`src/verilog/edge_bank_pkg.sv`:
```
`default_nettype none

package edge_bank_pkg;

    // bank geometry
    localparam int num_pe     = 4;
    localparam int bank_idx_w = $clog2(num_pe);
    localparam int buf_depth  = 8;
    // holds a count up to buf_depth, not just an address
    localparam int ptr_w      = $clog2(buf_depth + 1);
    localparam int fv_w       = 16;

    // wishbone register map
    localparam logic [1:0] reg_enable_adr = 2'd0;
    localparam logic [1:0] reg_count_adr  = 2'd1;
    localparam logic [1:0] reg_busy_adr   = 2'd2;

    // two feature values per word
    typedef logic [2*fv_w-1:0] fv_pair_t;
    typedef logic [num_pe-1:0] bank_mask_t;
    typedef logic [15:0]       burst_cnt_t;
    typedef logic [1:0]        wb_adr_t;
    typedef logic [31:0]       wb_data_t;

    typedef enum logic [1:0] {FILL, READY, DRAIN} bank_state_t;
    typedef enum logic {IDLE, BLOCKED} arb_state_t;

endpackage

`default_nettype wire

```
`src/verilog/bank_stream_if.sv`:
```
`timescale 1ns/100ps
`default_nettype none

// one bank's burst toward the arbitration block
interface bank_stream_if import edge_bank_pkg::*; ();
    logic     req;
    logic     valid;
    logic     sos;
    logic     eos;
    fv_pair_t data;
    // one-cycle grant pulse
    logic     grant;
    // rs_available passed down
    logic     ready;

    modport bank (output req, valid, sos, eos, data, input grant, ready);
    modport arbiter (input req, valid, sos, eos, data, output grant, ready);
endinterface

`default_nettype wire

```
`src/verilog/edge_buffer_one.sv`:
```
`timescale 1ns/100ps
`default_nettype none

module edge_buffer_one import edge_bank_pkg::*; (
    input  logic        clk,
    input  logic        reset,
    input  logic        pe_valid,
    input  logic        pe_sos,
    input  logic        pe_eos,
    input  fv_pair_t    pe_data,
    output logic        bank_busy,
    bank_stream_if.bank stream
);
    // burst storage
    fv_pair_t         mem [buf_depth];
    logic [ptr_w-1:0] wr_ptr;
    logic [ptr_w-1:0] wr_addr;
    logic [ptr_w-1:0] rd_ptr;
    logic [ptr_w-1:0] len;
    bank_state_t      state;
    logic             accept;
    logic             last_word;
    logic             word_out;

    // words only taken while filling
    assign accept    = pe_valid && (state == FILL);
    // sos restarts at address zero
    assign wr_addr   = pe_sos ? '0 : wr_ptr;
    assign last_word = (rd_ptr == len - ptr_w'(1));
    assign word_out  = stream.valid && stream.ready;

    assign bank_busy    = (state != FILL);
    assign stream.req   = (state == READY);
    assign stream.valid = (state == DRAIN);
    assign stream.sos   = (state == DRAIN) && (rd_ptr == '0);
    assign stream.eos   = (state == DRAIN) && last_word;
    assign stream.data  = mem[rd_ptr[ptr_w-2:0]];

    always_ff @(posedge clk) begin
        if (accept) begin
            mem[wr_addr[ptr_w-2:0]] <= pe_data;
        end
    end

    always_ff @(posedge clk) begin
        if (reset) begin
            state  <= FILL;
            wr_ptr <= '0;
            rd_ptr <= '0;
            len    <= '0;
        end else begin
            case (state)
                FILL: begin
                    if (accept) begin
                        wr_ptr <= wr_addr + ptr_w'(1);
                        // eos word closes the burst
                        if (pe_eos) begin
                            len   <= wr_addr + ptr_w'(1);
                            state <= READY;
                        end
                    end
                end
                READY: begin
                    if (stream.grant) begin
                        rd_ptr <= '0;
                        state  <= DRAIN;
                    end
                end
                DRAIN: begin
                    // advance only when the rs takes the word
                    if (word_out) begin
                        rd_ptr <= rd_ptr + ptr_w'(1);
                        if (last_word) begin
                            wr_ptr <= '0;
                            state  <= FILL;
                        end
                    end
                end
                default: state <= FILL;
            endcase
        end
    end

endmodule

`default_nettype wire

```
`src/verilog/rr_arbiter.sv`:
```
`timescale 1ns/100ps
`default_nettype none

module rr_arbiter #(
    parameter int num_reqs = 4
) (
    input  logic                clk,
    input  logic                reset,
    input  logic [num_reqs-1:0] reqs,
    output logic [num_reqs-1:0] grants
);
    // set bits mark positions after the last grant
    logic [num_reqs-1:0] ptr_mask;
    logic [num_reqs-1:0] masked_reqs;
    logic [num_reqs-1:0] next_mask;
    logic [num_reqs-1:0] shifted;

    assign masked_reqs = reqs & ptr_mask;

    // lowest set bit wins, masked set first
    always_comb begin
        if (|masked_reqs) begin
            grants = masked_reqs & (~masked_reqs + {{(num_reqs-1){1'b0}}, 1'b1});
        end else begin
            grants = reqs & (~reqs + {{(num_reqs-1){1'b0}}, 1'b1});
        end
    end

    // bits strictly above the granted one
    assign shifted   = {grants[num_reqs-2:0], 1'b0};
    assign next_mask = ~(shifted - {{(num_reqs-1){1'b0}}, 1'b1});

    always_ff @(posedge clk) begin
        if (reset) begin
            // bank 0 first after reset
            ptr_mask <= '1;
        end else if (|grants) begin
            ptr_mask <= next_mask;
        end
    end

endmodule

`default_nettype wire

```
`src/verilog/edge_buffer.sv`:
```
`timescale 1ns/100ps
`default_nettype none

module edge_buffer import edge_bank_pkg::*; (
    input  logic       clk,
    input  logic       reset,
    input  bank_mask_t pe_valid,
    input  bank_mask_t pe_sos,
    input  bank_mask_t pe_eos,
    input  fv_pair_t   pe_data [num_pe],
    input  bank_mask_t bank_enable,
    input  logic       rs_available,
    output bank_mask_t bank_busy,
    output logic       rs_valid,
    output logic       rs_sos,
    output logic       rs_eos,
    output fv_pair_t   rs_data
);
    bank_stream_if streams [num_pe] ();

    bank_mask_t            bank_req;
    bank_mask_t            bank_valid;
    bank_mask_t            bank_sos;
    bank_mask_t            bank_eos;
    fv_pair_t              bank_data [num_pe];
    bank_mask_t            masked_req;
    bank_mask_t            grant_pulse;
    bank_mask_t            grant_last;
    logic [bank_idx_w-1:0] sel_idx;
    logic                  sel_any;
    arb_state_t            state;

    for (genvar i = 0; i < num_pe; i++) begin : g_bank
        edge_buffer_one u_bank (
            .clk      (clk),
            .reset    (reset),
            .pe_valid (pe_valid[i]),
            .pe_sos   (pe_sos[i]),
            .pe_eos   (pe_eos[i]),
            .pe_data  (pe_data[i]),
            .bank_busy(bank_busy[i]),
            .stream   (streams[i])
        );
        // arbiter side of each stream
        assign streams[i].grant = grant_pulse[i];
        assign streams[i].ready = rs_available;
        assign bank_req[i]      = streams[i].req;
        assign bank_valid[i]    = streams[i].valid;
        assign bank_sos[i]      = streams[i].sos;
        assign bank_eos[i]      = streams[i].eos;
        assign bank_data[i]     = streams[i].data;
    end

    // no requests while a burst is in flight or the rs is stalled
    // the grant edge moves us to BLOCKED, so a second grant cannot follow
    assign masked_req = (state == BLOCKED || !rs_available) ? '0 : (bank_req & bank_enable);

    rr_arbiter #(.num_reqs(num_pe)) u_arb (
        .clk   (clk),
        .reset (reset),
        .reqs  (masked_req),
        .grants(grant_pulse)
    );

    always_ff @(posedge clk) begin
        if (reset) begin
            state      <= IDLE;
            grant_last <= '0;
        end else if (state == IDLE) begin
            if (|grant_pulse) begin
                state      <= BLOCKED;
                grant_last <= grant_pulse;
            end
        end else if (rs_eos) begin
            // last word of the burst left
            state      <= IDLE;
            grant_last <= '0;
        end
    end

    // one-hot remembered grant to index
    always_comb begin
        sel_idx = '0;
        for (int i = 0; i < num_pe; i++) begin
            if (grant_last[i]) begin
                sel_idx = bank_idx_w'(i);
            end
        end
    end

    assign sel_any  = |grant_last;
    assign rs_valid = sel_any && bank_valid[sel_idx] && rs_available;
    assign rs_sos   = rs_valid && bank_sos[sel_idx];
    assign rs_eos   = rs_valid && bank_eos[sel_idx];
    assign rs_data  = sel_any ? bank_data[sel_idx] : '0;

endmodule

`default_nettype wire

```
`src/verilog/bank_config_regs.sv`:
```
`timescale 1ns/100ps
`default_nettype none

module bank_config_regs import edge_bank_pkg::*; (
    input  logic       clk,
    input  logic       reset,
    input  logic       wb_cyc,
    input  logic       wb_stb,
    input  logic       wb_we,
    input  wb_adr_t    wb_adr,
    input  wb_data_t   wb_dat_w,
    output wb_data_t   wb_dat_r,
    output logic       wb_ack,
    input  bank_mask_t bank_busy,
    input  logic       burst_done,
    output bank_mask_t bank_enable
);
    burst_cnt_t burst_cnt;
    logic       wb_req;

    // new access, ack must have dropped first
    assign wb_req = wb_cyc && wb_stb && !wb_ack;

    // single-pulse ack
    always_ff @(posedge clk) begin
        if (reset) begin
            wb_ack <= 1'b0;
        end else begin
            wb_ack <= wb_req;
        end
    end

    // writes land on the ack edge
    always_ff @(posedge clk) begin
        if (reset) begin
            bank_enable <= '1;
        end else if (wb_req && wb_we && (wb_adr == reg_enable_adr)) begin
            bank_enable <= wb_dat_w[num_pe-1:0];
        end
    end

    // completed rs bursts
    always_ff @(posedge clk) begin
        if (reset) begin
            burst_cnt <= '0;
        end else if (burst_done) begin
            burst_cnt <= burst_cnt + 16'd1;
        end
    end

    // read data valid with the ack
    always_ff @(posedge clk) begin
        if (wb_req && !wb_we) begin
            case (wb_adr)
                reg_enable_adr: wb_dat_r <= wb_data_t'(bank_enable);
                reg_count_adr:  wb_dat_r <= wb_data_t'(burst_cnt);
                reg_busy_adr:   wb_dat_r <= wb_data_t'(bank_busy);
                // unmapped reads as zero
                default:        wb_dat_r <= '0;
            endcase
        end
    end

endmodule

`default_nettype wire

```
`src/verilog/edge_bank_top.sv`:
```
`timescale 1ns/100ps
`default_nettype none

module edge_bank_top import edge_bank_pkg::*; (
    input  logic       clk,
    input  logic       reset,
    // pe side, one bit per bank
    input  bank_mask_t pe_valid,
    input  bank_mask_t pe_sos,
    input  bank_mask_t pe_eos,
    input  fv_pair_t   pe_data [num_pe],
    output bank_mask_t bank_busy,
    // rs side
    input  logic       rs_available,
    output logic       rs_valid,
    output logic       rs_sos,
    output logic       rs_eos,
    output fv_pair_t   rs_data,
    // wishbone classic slave
    input  logic       wb_cyc,
    input  logic       wb_stb,
    input  logic       wb_we,
    input  wb_adr_t    wb_adr,
    input  wb_data_t   wb_dat_w,
    output wb_data_t   wb_dat_r,
    output logic       wb_ack
);
    bank_mask_t bank_enable;
    logic       burst_done;

    // one count per eos word delivered
    assign burst_done = rs_valid && rs_eos;

    edge_buffer u_edge_buffer (
        .clk         (clk),
        .reset       (reset),
        .pe_valid    (pe_valid),
        .pe_sos      (pe_sos),
        .pe_eos      (pe_eos),
        .pe_data     (pe_data),
        .bank_enable (bank_enable),
        .rs_available(rs_available),
        .bank_busy   (bank_busy),
        .rs_valid    (rs_valid),
        .rs_sos      (rs_sos),
        .rs_eos      (rs_eos),
        .rs_data     (rs_data)
    );

    bank_config_regs u_regs (
        .clk        (clk),
        .reset      (reset),
        .wb_cyc     (wb_cyc),
        .wb_stb     (wb_stb),
        .wb_we      (wb_we),
        .wb_adr     (wb_adr),
        .wb_dat_w   (wb_dat_w),
        .wb_dat_r   (wb_dat_r),
        .wb_ack     (wb_ack),
        .bank_busy  (bank_busy),
        .burst_done (burst_done),
        .bank_enable(bank_enable)
    );

endmodule

`default_nettype wire

```
`config.mk`:
```
export PLATFORM = sky130hd
export DESIGN_NAME = edge_bank_top
export DESIGN_NICKNAME = d
export VERILOG_FILES = /design/src/verilog/edge_bank_pkg.sv /design/src/verilog/bank_stream_if.sv /design/src/verilog/edge_buffer_one.sv /design/src/verilog/rr_arbiter.sv /design/src/verilog/edge_buffer.sv /design/src/verilog/bank_config_regs.sv /design/src/verilog/edge_bank_top.sv
export SDC_FILE = /design/constraint.sdc
export NUM_CORES = 1
export LEC_CHECK = 0
export BUFFER_PORTS_ARGS = -buffer_cell sky130_fd_sc_hd__clkbuf_2
export CORE_ASPECT_RATIO = 2
export CORE_MARGIN = 1
export CORE_UTILIZATION = 40
export DETAILED_ROUTE_END_ITERATION = 6
export GPL_ROUTABILITY_DRIVEN = 1
export PLACE_DENSITY = 0.59
export SLEW_MARGIN = 20
export SYNTH_ARGS = -nofsm -noshare
export SYNTH_HDL_FRONTEND = slang
export SYNTH_SLANG_ARGS = --single-unit
export TNS_END_PERCENT = 100
```
`constraint.sdc`:
```
create_clock -name clk -period 7.22 [get_ports clk]
set_input_delay 0.361 -clock clk [delete_from_list [all_inputs] [get_ports clk]]
set_output_delay 0.361 -clock clk [all_outputs]
set_load 0.02 [all_outputs]
```
==> impl_metrics.toml, run 1 <==
[synthesis]
synth_top_family_by_area = "multiplexers"
yosysTopAreaCellShare_pct = 69.4
synth_fa_ha_area_share_pct = 0.500
avgSynthCellArea_um2 = 19.2
ys_ff_latch = 1138
synth-simple-area-share_pct = 4.14
synth_xor_area_share_pct = 0.789
async_flop_share_pct = 0
yosysTopAreaCell = "edfxtp_1"
synth_edf_count = 1040
synth_ff_type = "edfxtp_1"
synth.distinct_cells = 66
synthCells = 2340
synth_compound_area_share_pct = 2.55
synth.most_common_cell = "edfxtp_1"
synth_area_leaders = "edfxtp_1 69%, mux4_2 13%, dfxtp_1 4.4%"
yosys-top-cells-count = "1040 x edfxtp_1, 256 x mux4_2, 115 x nor2_1, 98 x dfxtp_1, 84 x nand2_1"
yosysSeqAreaShare_pct = 73.7
syn_area_um2 = 45000
synthMuxAreaShare_pct = 16.5
ys_warn_count = 0

[layout]
fin_nets = 2903
layout-drive-gt1-share_pct = 28.7
final_area_um2 = 52600
fin_util_pct = 47.3
area_delta_synth_final_pct = 16.8
fill_cells = 9387
instances_no_fill = 4285

[die]
die_w_um = 239
rows = 173
initial_core_util_pct = 40.5
dieArea_um2 = 114000
die_h_um = 476
ioPinCount = 252
core-area_um2 = 111000

[detailed_routing]
ant_nets = 0
routedWlPerCell_um = 25.5
drc = 0
first_iter_violations = 1665
vias = 23200
via_per_inst = 5.41
firstDrtPassIters = 6
wirelength_mm = 109

[run_status]
status = "complete, no violations"

[clocking]
htreeDepth = 3
clk_pin_slew_ps = 60
post-cts-setup-buffers = 0
cts_resized = 0
tritoncts = "yes"
cts_sinks = 1138
cts.path.max_buffers = 3
clk_latency_ps = 710
cts_root_buffer = "clkbuf_16"
cts_buffers = 96

[critical_path]
endpoint_kind = "output port"
reg2reg_to = "u_edge_buffer.u_arb.ptr_mask[2]"
criticalPathCategory = "reg2out"
reg2reg_from = "u_edge_buffer.state"
critPathArrivalTime_ps = 4080
required_ps = 6860
ff2ff_path_depth = 9
critPathLaunchType = "register"
rrSetupSlack_ps = 4330
cp_max_fo = 37

[global_routing]
grt.busiest_layer = "met2"
grt_use_total_pct = 19.5
grt_max_degree = 65
grtUsageMet1_pct = 22.8
grtUsageMet2_pct = 34.5
grt_antenna_before_repair = 25
grt_pass1_wl_mm = 160
overflow = 0
grt_pass1_vias = 24700
met3_usage_pct = 4.01

[timing]
hold_violations = 0
worst_clock_skew_ps = 39.7
slew_viol_final = 0
tightest_slew_ps = 989
min_period_over_period_pct = 61.5
setup_tns_ps = 0
relSlewSlack_pct = 34.0
rsz0062_at_grt = "no"
setup_ws_ps = 2780
setup_viol = 0
fmax_ghz = 0.225
finalCriticalPeriod_ps = 4440

[power]
ir_drop_uv = 240
powerDensity_nw_per_um2 = 257
p_leak_uw = 0.0167

[placement]
gp_congestion = 0.819
hpwlAfterDp_mm = 67.7
placed_area_um2 = 47900
port_buffers = 207
dp_slack_ps = 3380
place_inst = 3959

[hold_path]
whs_endpoint = "u_edge_buffer.g_bank[2].u_bank.state[0]"
whs_path_depth = 5
hp-start = "pe_eos[2]"
min_path_type = "in2reg"

[job]
max_cap_viol_count = 0
==> sequential cells by signal, summed over array words and instances (netlist names), 8 cells and up, named ones only <==
register and cells:
u_edge_buffer.g_bank.u_bank.mem 1024, u_edge_buffer.g_bank.u_bank.len 16, u_edge_buffer.g_bank.u_bank.rd_ptr 16, u_edge_buffer.g_bank.u_bank.wr_ptr 16
u_regs.burst_cnt 16, u_regs.wb_dat_r 16, u_edge_buffer.g_bank.u_bank.state 8
==> worst max-delay path by stage <==
stage	start	endpoint	slack, ps
5_1_grt	register	rs_data[3]	2440
2_1_floorplan	u_edge_buffer.g_bank[3].u_bank.state[0]	u_edge_buffer.g_bank[3].u_bank.mem[2][0]	2840
3_3_place_gp	register	rs_data[3]	3400
6_report	register	rs_data[10]	2780
3_5_place_dp	register	rs_data[3]	3380
4_1_cts	register	rs_data[3]	2590
==> worst max-delay path: stages, from the launching register on <==
cell      delay, ps
dfxtp_4         860
buf_4           610
mux4_2          580
mux2_2          320
a21oi_1         480
o221ai_1        270
clkbuf_2        220
==> repair_timing <==
| action | 4_1_cts | 5_1_grt |
|---|---|---|
| hold buffers | 135 | 0 |
| endpoints found under the setup margin | 0 | 0 |
| endpoints found under the hold margin | 1030 | 0 |
==> layout by cell type (no fill, tap or decap), types with 12 or more instances in the layout <==
master and n:
clkbuf_2 206, a21oi_1 70, nand3_1 38, nor3_1 25, nor3_2 13, o221ai_1 33
inv_1 38, nand2_1 84, nand2b_1 15, clkbuf_1 12, mux4_2 256, diode_2 13
ha_1 18, dlygate4sd3_1 135, dfxtp_1 85, conb_1 16, clkinv_2 16, mux2_2 78
nand4_1 16, mux2i_1 80, buf_4 49, xor2_1 20, clkinv_1 19, and2_1 16
nor2b_1 26, nor2_1 103, clkbuf_16 99, edfxtp_1 1040
==> power breakdown <==
group,switching (uW),total (uW),internal (uW)
clock,2400,5380,2980
sequential,49.8,7350,7300
combinational,471,767,296
total,2920,13500,10600
==> through the flow <==
stage / hold slack, ps / power, uW
after global placement: 458 / 8180
after CTS: 1.98 / 13600
after global routing: 55.3 / 13900
final: 62.2 / 13500
after detailed placement: 461 / 8210
after floorplan: 430 / 7890
==> layout make-up <==
cell class                 count  area [um^2]  area share, %
clock inverter                62          684           1.30
inverter                      38          143          0.271
tap                         1487         1860           3.54
clock buffer                 116         2590           4.92
multi-input combinational   1039        11300           21.5
sequential                  1138        33200           63.1
antenna                       13         32.5         0.0618
timing repair buffer         392         2770           5.27
==> kinds of logic after synthesis <==
kind of cell,after synthesis
compound gates,171
buf+inv,178
fa+ha+maj,18
xor+xnor,34
simple gates,386
mux,414
other cells,1
flops,1138
==> routing by layer <==
layer	share of wire (%)	vias to the layer above
met5	0.16	-
li1	-	10200
met1	38	12200
met4	3.3	26
met2	53	656
met3	5.7	183
No activity file was read; power rests on OpenSTA's default activity.
==> run 2: changes to the inputs <==
Clock period 7.22 ns to 4.2 ns, I/O delays scaled along.
==> impl_metrics.toml, run 2 (synthesized netlist as in run 1, its figures left out) <==
[timing]
fmax_ghz = 0.260
setup_viol = 0
hold_violations = 0
relSlewSlack_pct = 34.2
finalCriticalPeriod_ps = 3850
min_period_over_period_pct = 91.6
worst_clock_skew_ps = 49.1
tightest_slew_ps = 985
setup_tns_ps = 0
rsz0062_at_grt = "no"
whs_ps = 107
setup_ws_ps = 351
slew_viol_final = 0

[layout]
final_common_cell = "edfxtp_1"
fin_nets = 2942
area_delta_synth_final_pct = 18.1
instances_no_fill = 4322
layout-drive-gt1-share_pct = 28.9
layout_common_cells = "1040 x edfxtp_1, 256 x mux4_2, 206 x clkbuf_2"
fill_cells = 9364
largest_reg_flops = 1024

[critical_path]
cp_cell_sequence = "buf_4, mux4_2, mux2i_1, nor2_1, a21oi_1, o221ai_1, clkbuf_2"
cp_max_fo = 25
endpoint_kind = "output port"
cp_slowest_cell = "dfxtp_4"
criticalPathCategory = "reg2out"
critPathArrivalTime_ps = 3640
slowest_delay_ps = 740
required_ps = 3990
critPathLaunchType = "register"

[detailed_routing]
dr_wl_met2_mm = 58.7
via_per_inst = 5.42
firstDrtPassIters = 7
routed-wl-met3_mm = 5.37
routedWlPerCell_um = 25.5
dr.max_layer_used = "met5"
drt-met1-wl_mm = 43.1
drc = 0
first_iter_violations = 1780
vias = 23400
ant_nets = 0
wirelength_mm = 110

[job]
max_cap_viol_count = 0

[placement]
port_buffers = 207
hpwlAfterDp_mm = 70.9
gp_congestion = 0.796
dp_slack_ps = 1080
place_inst = 3980

[clocking]
clk_latency_ps = 720
post-cts-setup-buffers = 0
htreeDepth = 3
tritoncts = "yes"
cts_sinks = 1138
clk_pin_slew_ps = 70
cts_buffers = 97
cts_root_buffer = "clkbuf_16"
cts.path.max_buffers = 3

[die]
die_h_um = 476
core-area_um2 = 111000
initial_core_util_pct = 40.5
rows = 173
dieArea_um2 = 114000
ioPinCount = 252
die_w_um = 239

[hold_path]
min_path_type = "in2reg"

[global_routing]
grt_antenna_before_repair = 14
grt_max_degree = 65
overflow = 0
grt_use_total_pct = 19.7
grt_pass1_wl_mm = 163
grt_pass1_vias = 24700

[power]
p_leak_uw = 0.0169
powerDensity_nw_per_um2 = 444
ir_drop_uv = 491

[run_status]
status = "complete, no violations"
==> run 2: cell types whose count changed in the layout (fill, tap and decap cells not counted), sizes merged <==
cell	before	now
buf	51	72
clkinvlp	8	2
dlygate4sd3	135	152
clkbuf	322	329
inv	40	41
bufinv	11	17
clkinv	41	37
diode	13	8
==> run 2: where the power goes <==
group,switching (uW),leakage [uW],internal (uW)
sequential,93.2,0.0102,12600
combinational,828,0.00507,531
clock,4110,0.00165,5470
==> run 2: layer usage <==
| layer | track usage [%] | vias to the layer above |
|---|---|---|
| met5 | 0 | - |
| met4 | 6.26 | 6 |
| met3 | 3.21 | 157 |
| met2 | 35.0 | 688 |
| met1 | 24.1 | 12300 |
| li1 | - | 10200 |
==> run 2: final timing paths <==
kind	endpoint	cells past startpoint	start	slack (ps)
setup / recovery	rs_data[29]	7	register	350
hold / removal	u_regs.wb_dat_r[3]	3	wb_adr[0]	110
setup reg to reg	u_edge_buffer.u_arb.ptr_mask[2]	9	u_edge_buffer.state	1320
hold reg to reg	u_edge_buffer.u_arb.ptr_mask[0]	2	u_edge_buffer.u_arb.ptr_mask[0]	480
==> run 2: final cells by class <==
| type | count | area, um^2 | share of cell area, % |
|---|---|---|---|
| clock buffer | 123 | 2600 | 4.89 |
| sequential | 1138 | 33200 | 62.5 |
| multi-input combinational | 1039 | 11300 | 21.3 |
| timing repair buffer | 430 | 3180 | 5.98 |
| inverter | 38 | 143 | 0.268 |
| tap | 1487 | 1860 | 3.50 |
| clock inverter | 59 | 810 | 1.52 |
| antenna | 8 | 20.0 | 0.0377 |
==> run 2: per-stage QoR <==
step	power, uW	utilization, %	cell area (um^2)
2_1_floorplan	13600	-	45100
3_3_place_gp	14100	43.3	48200
3_5_place_dp	14100	43.3	48200
4_1_cts	23800	47.8	53100
5_1_grt	24300	47.8	53200
6_report	23600	47.8	53200
==> run 2: critical path, delay by kind of cell (launching register included) <==
family                 cells  cell delay (ps)
AOI/OAI and AO/OA          2              770
buffers and inverters      2              570
DFF                        1              740
muxes                      2              750
and+or+nand+nor            1               70
==> run 2: what timing repair did <==
item | CTS | global route
hold endpoints to repair | 1056 | 8
resized for setup | 0 | 0
hold buffers | 151 | 1
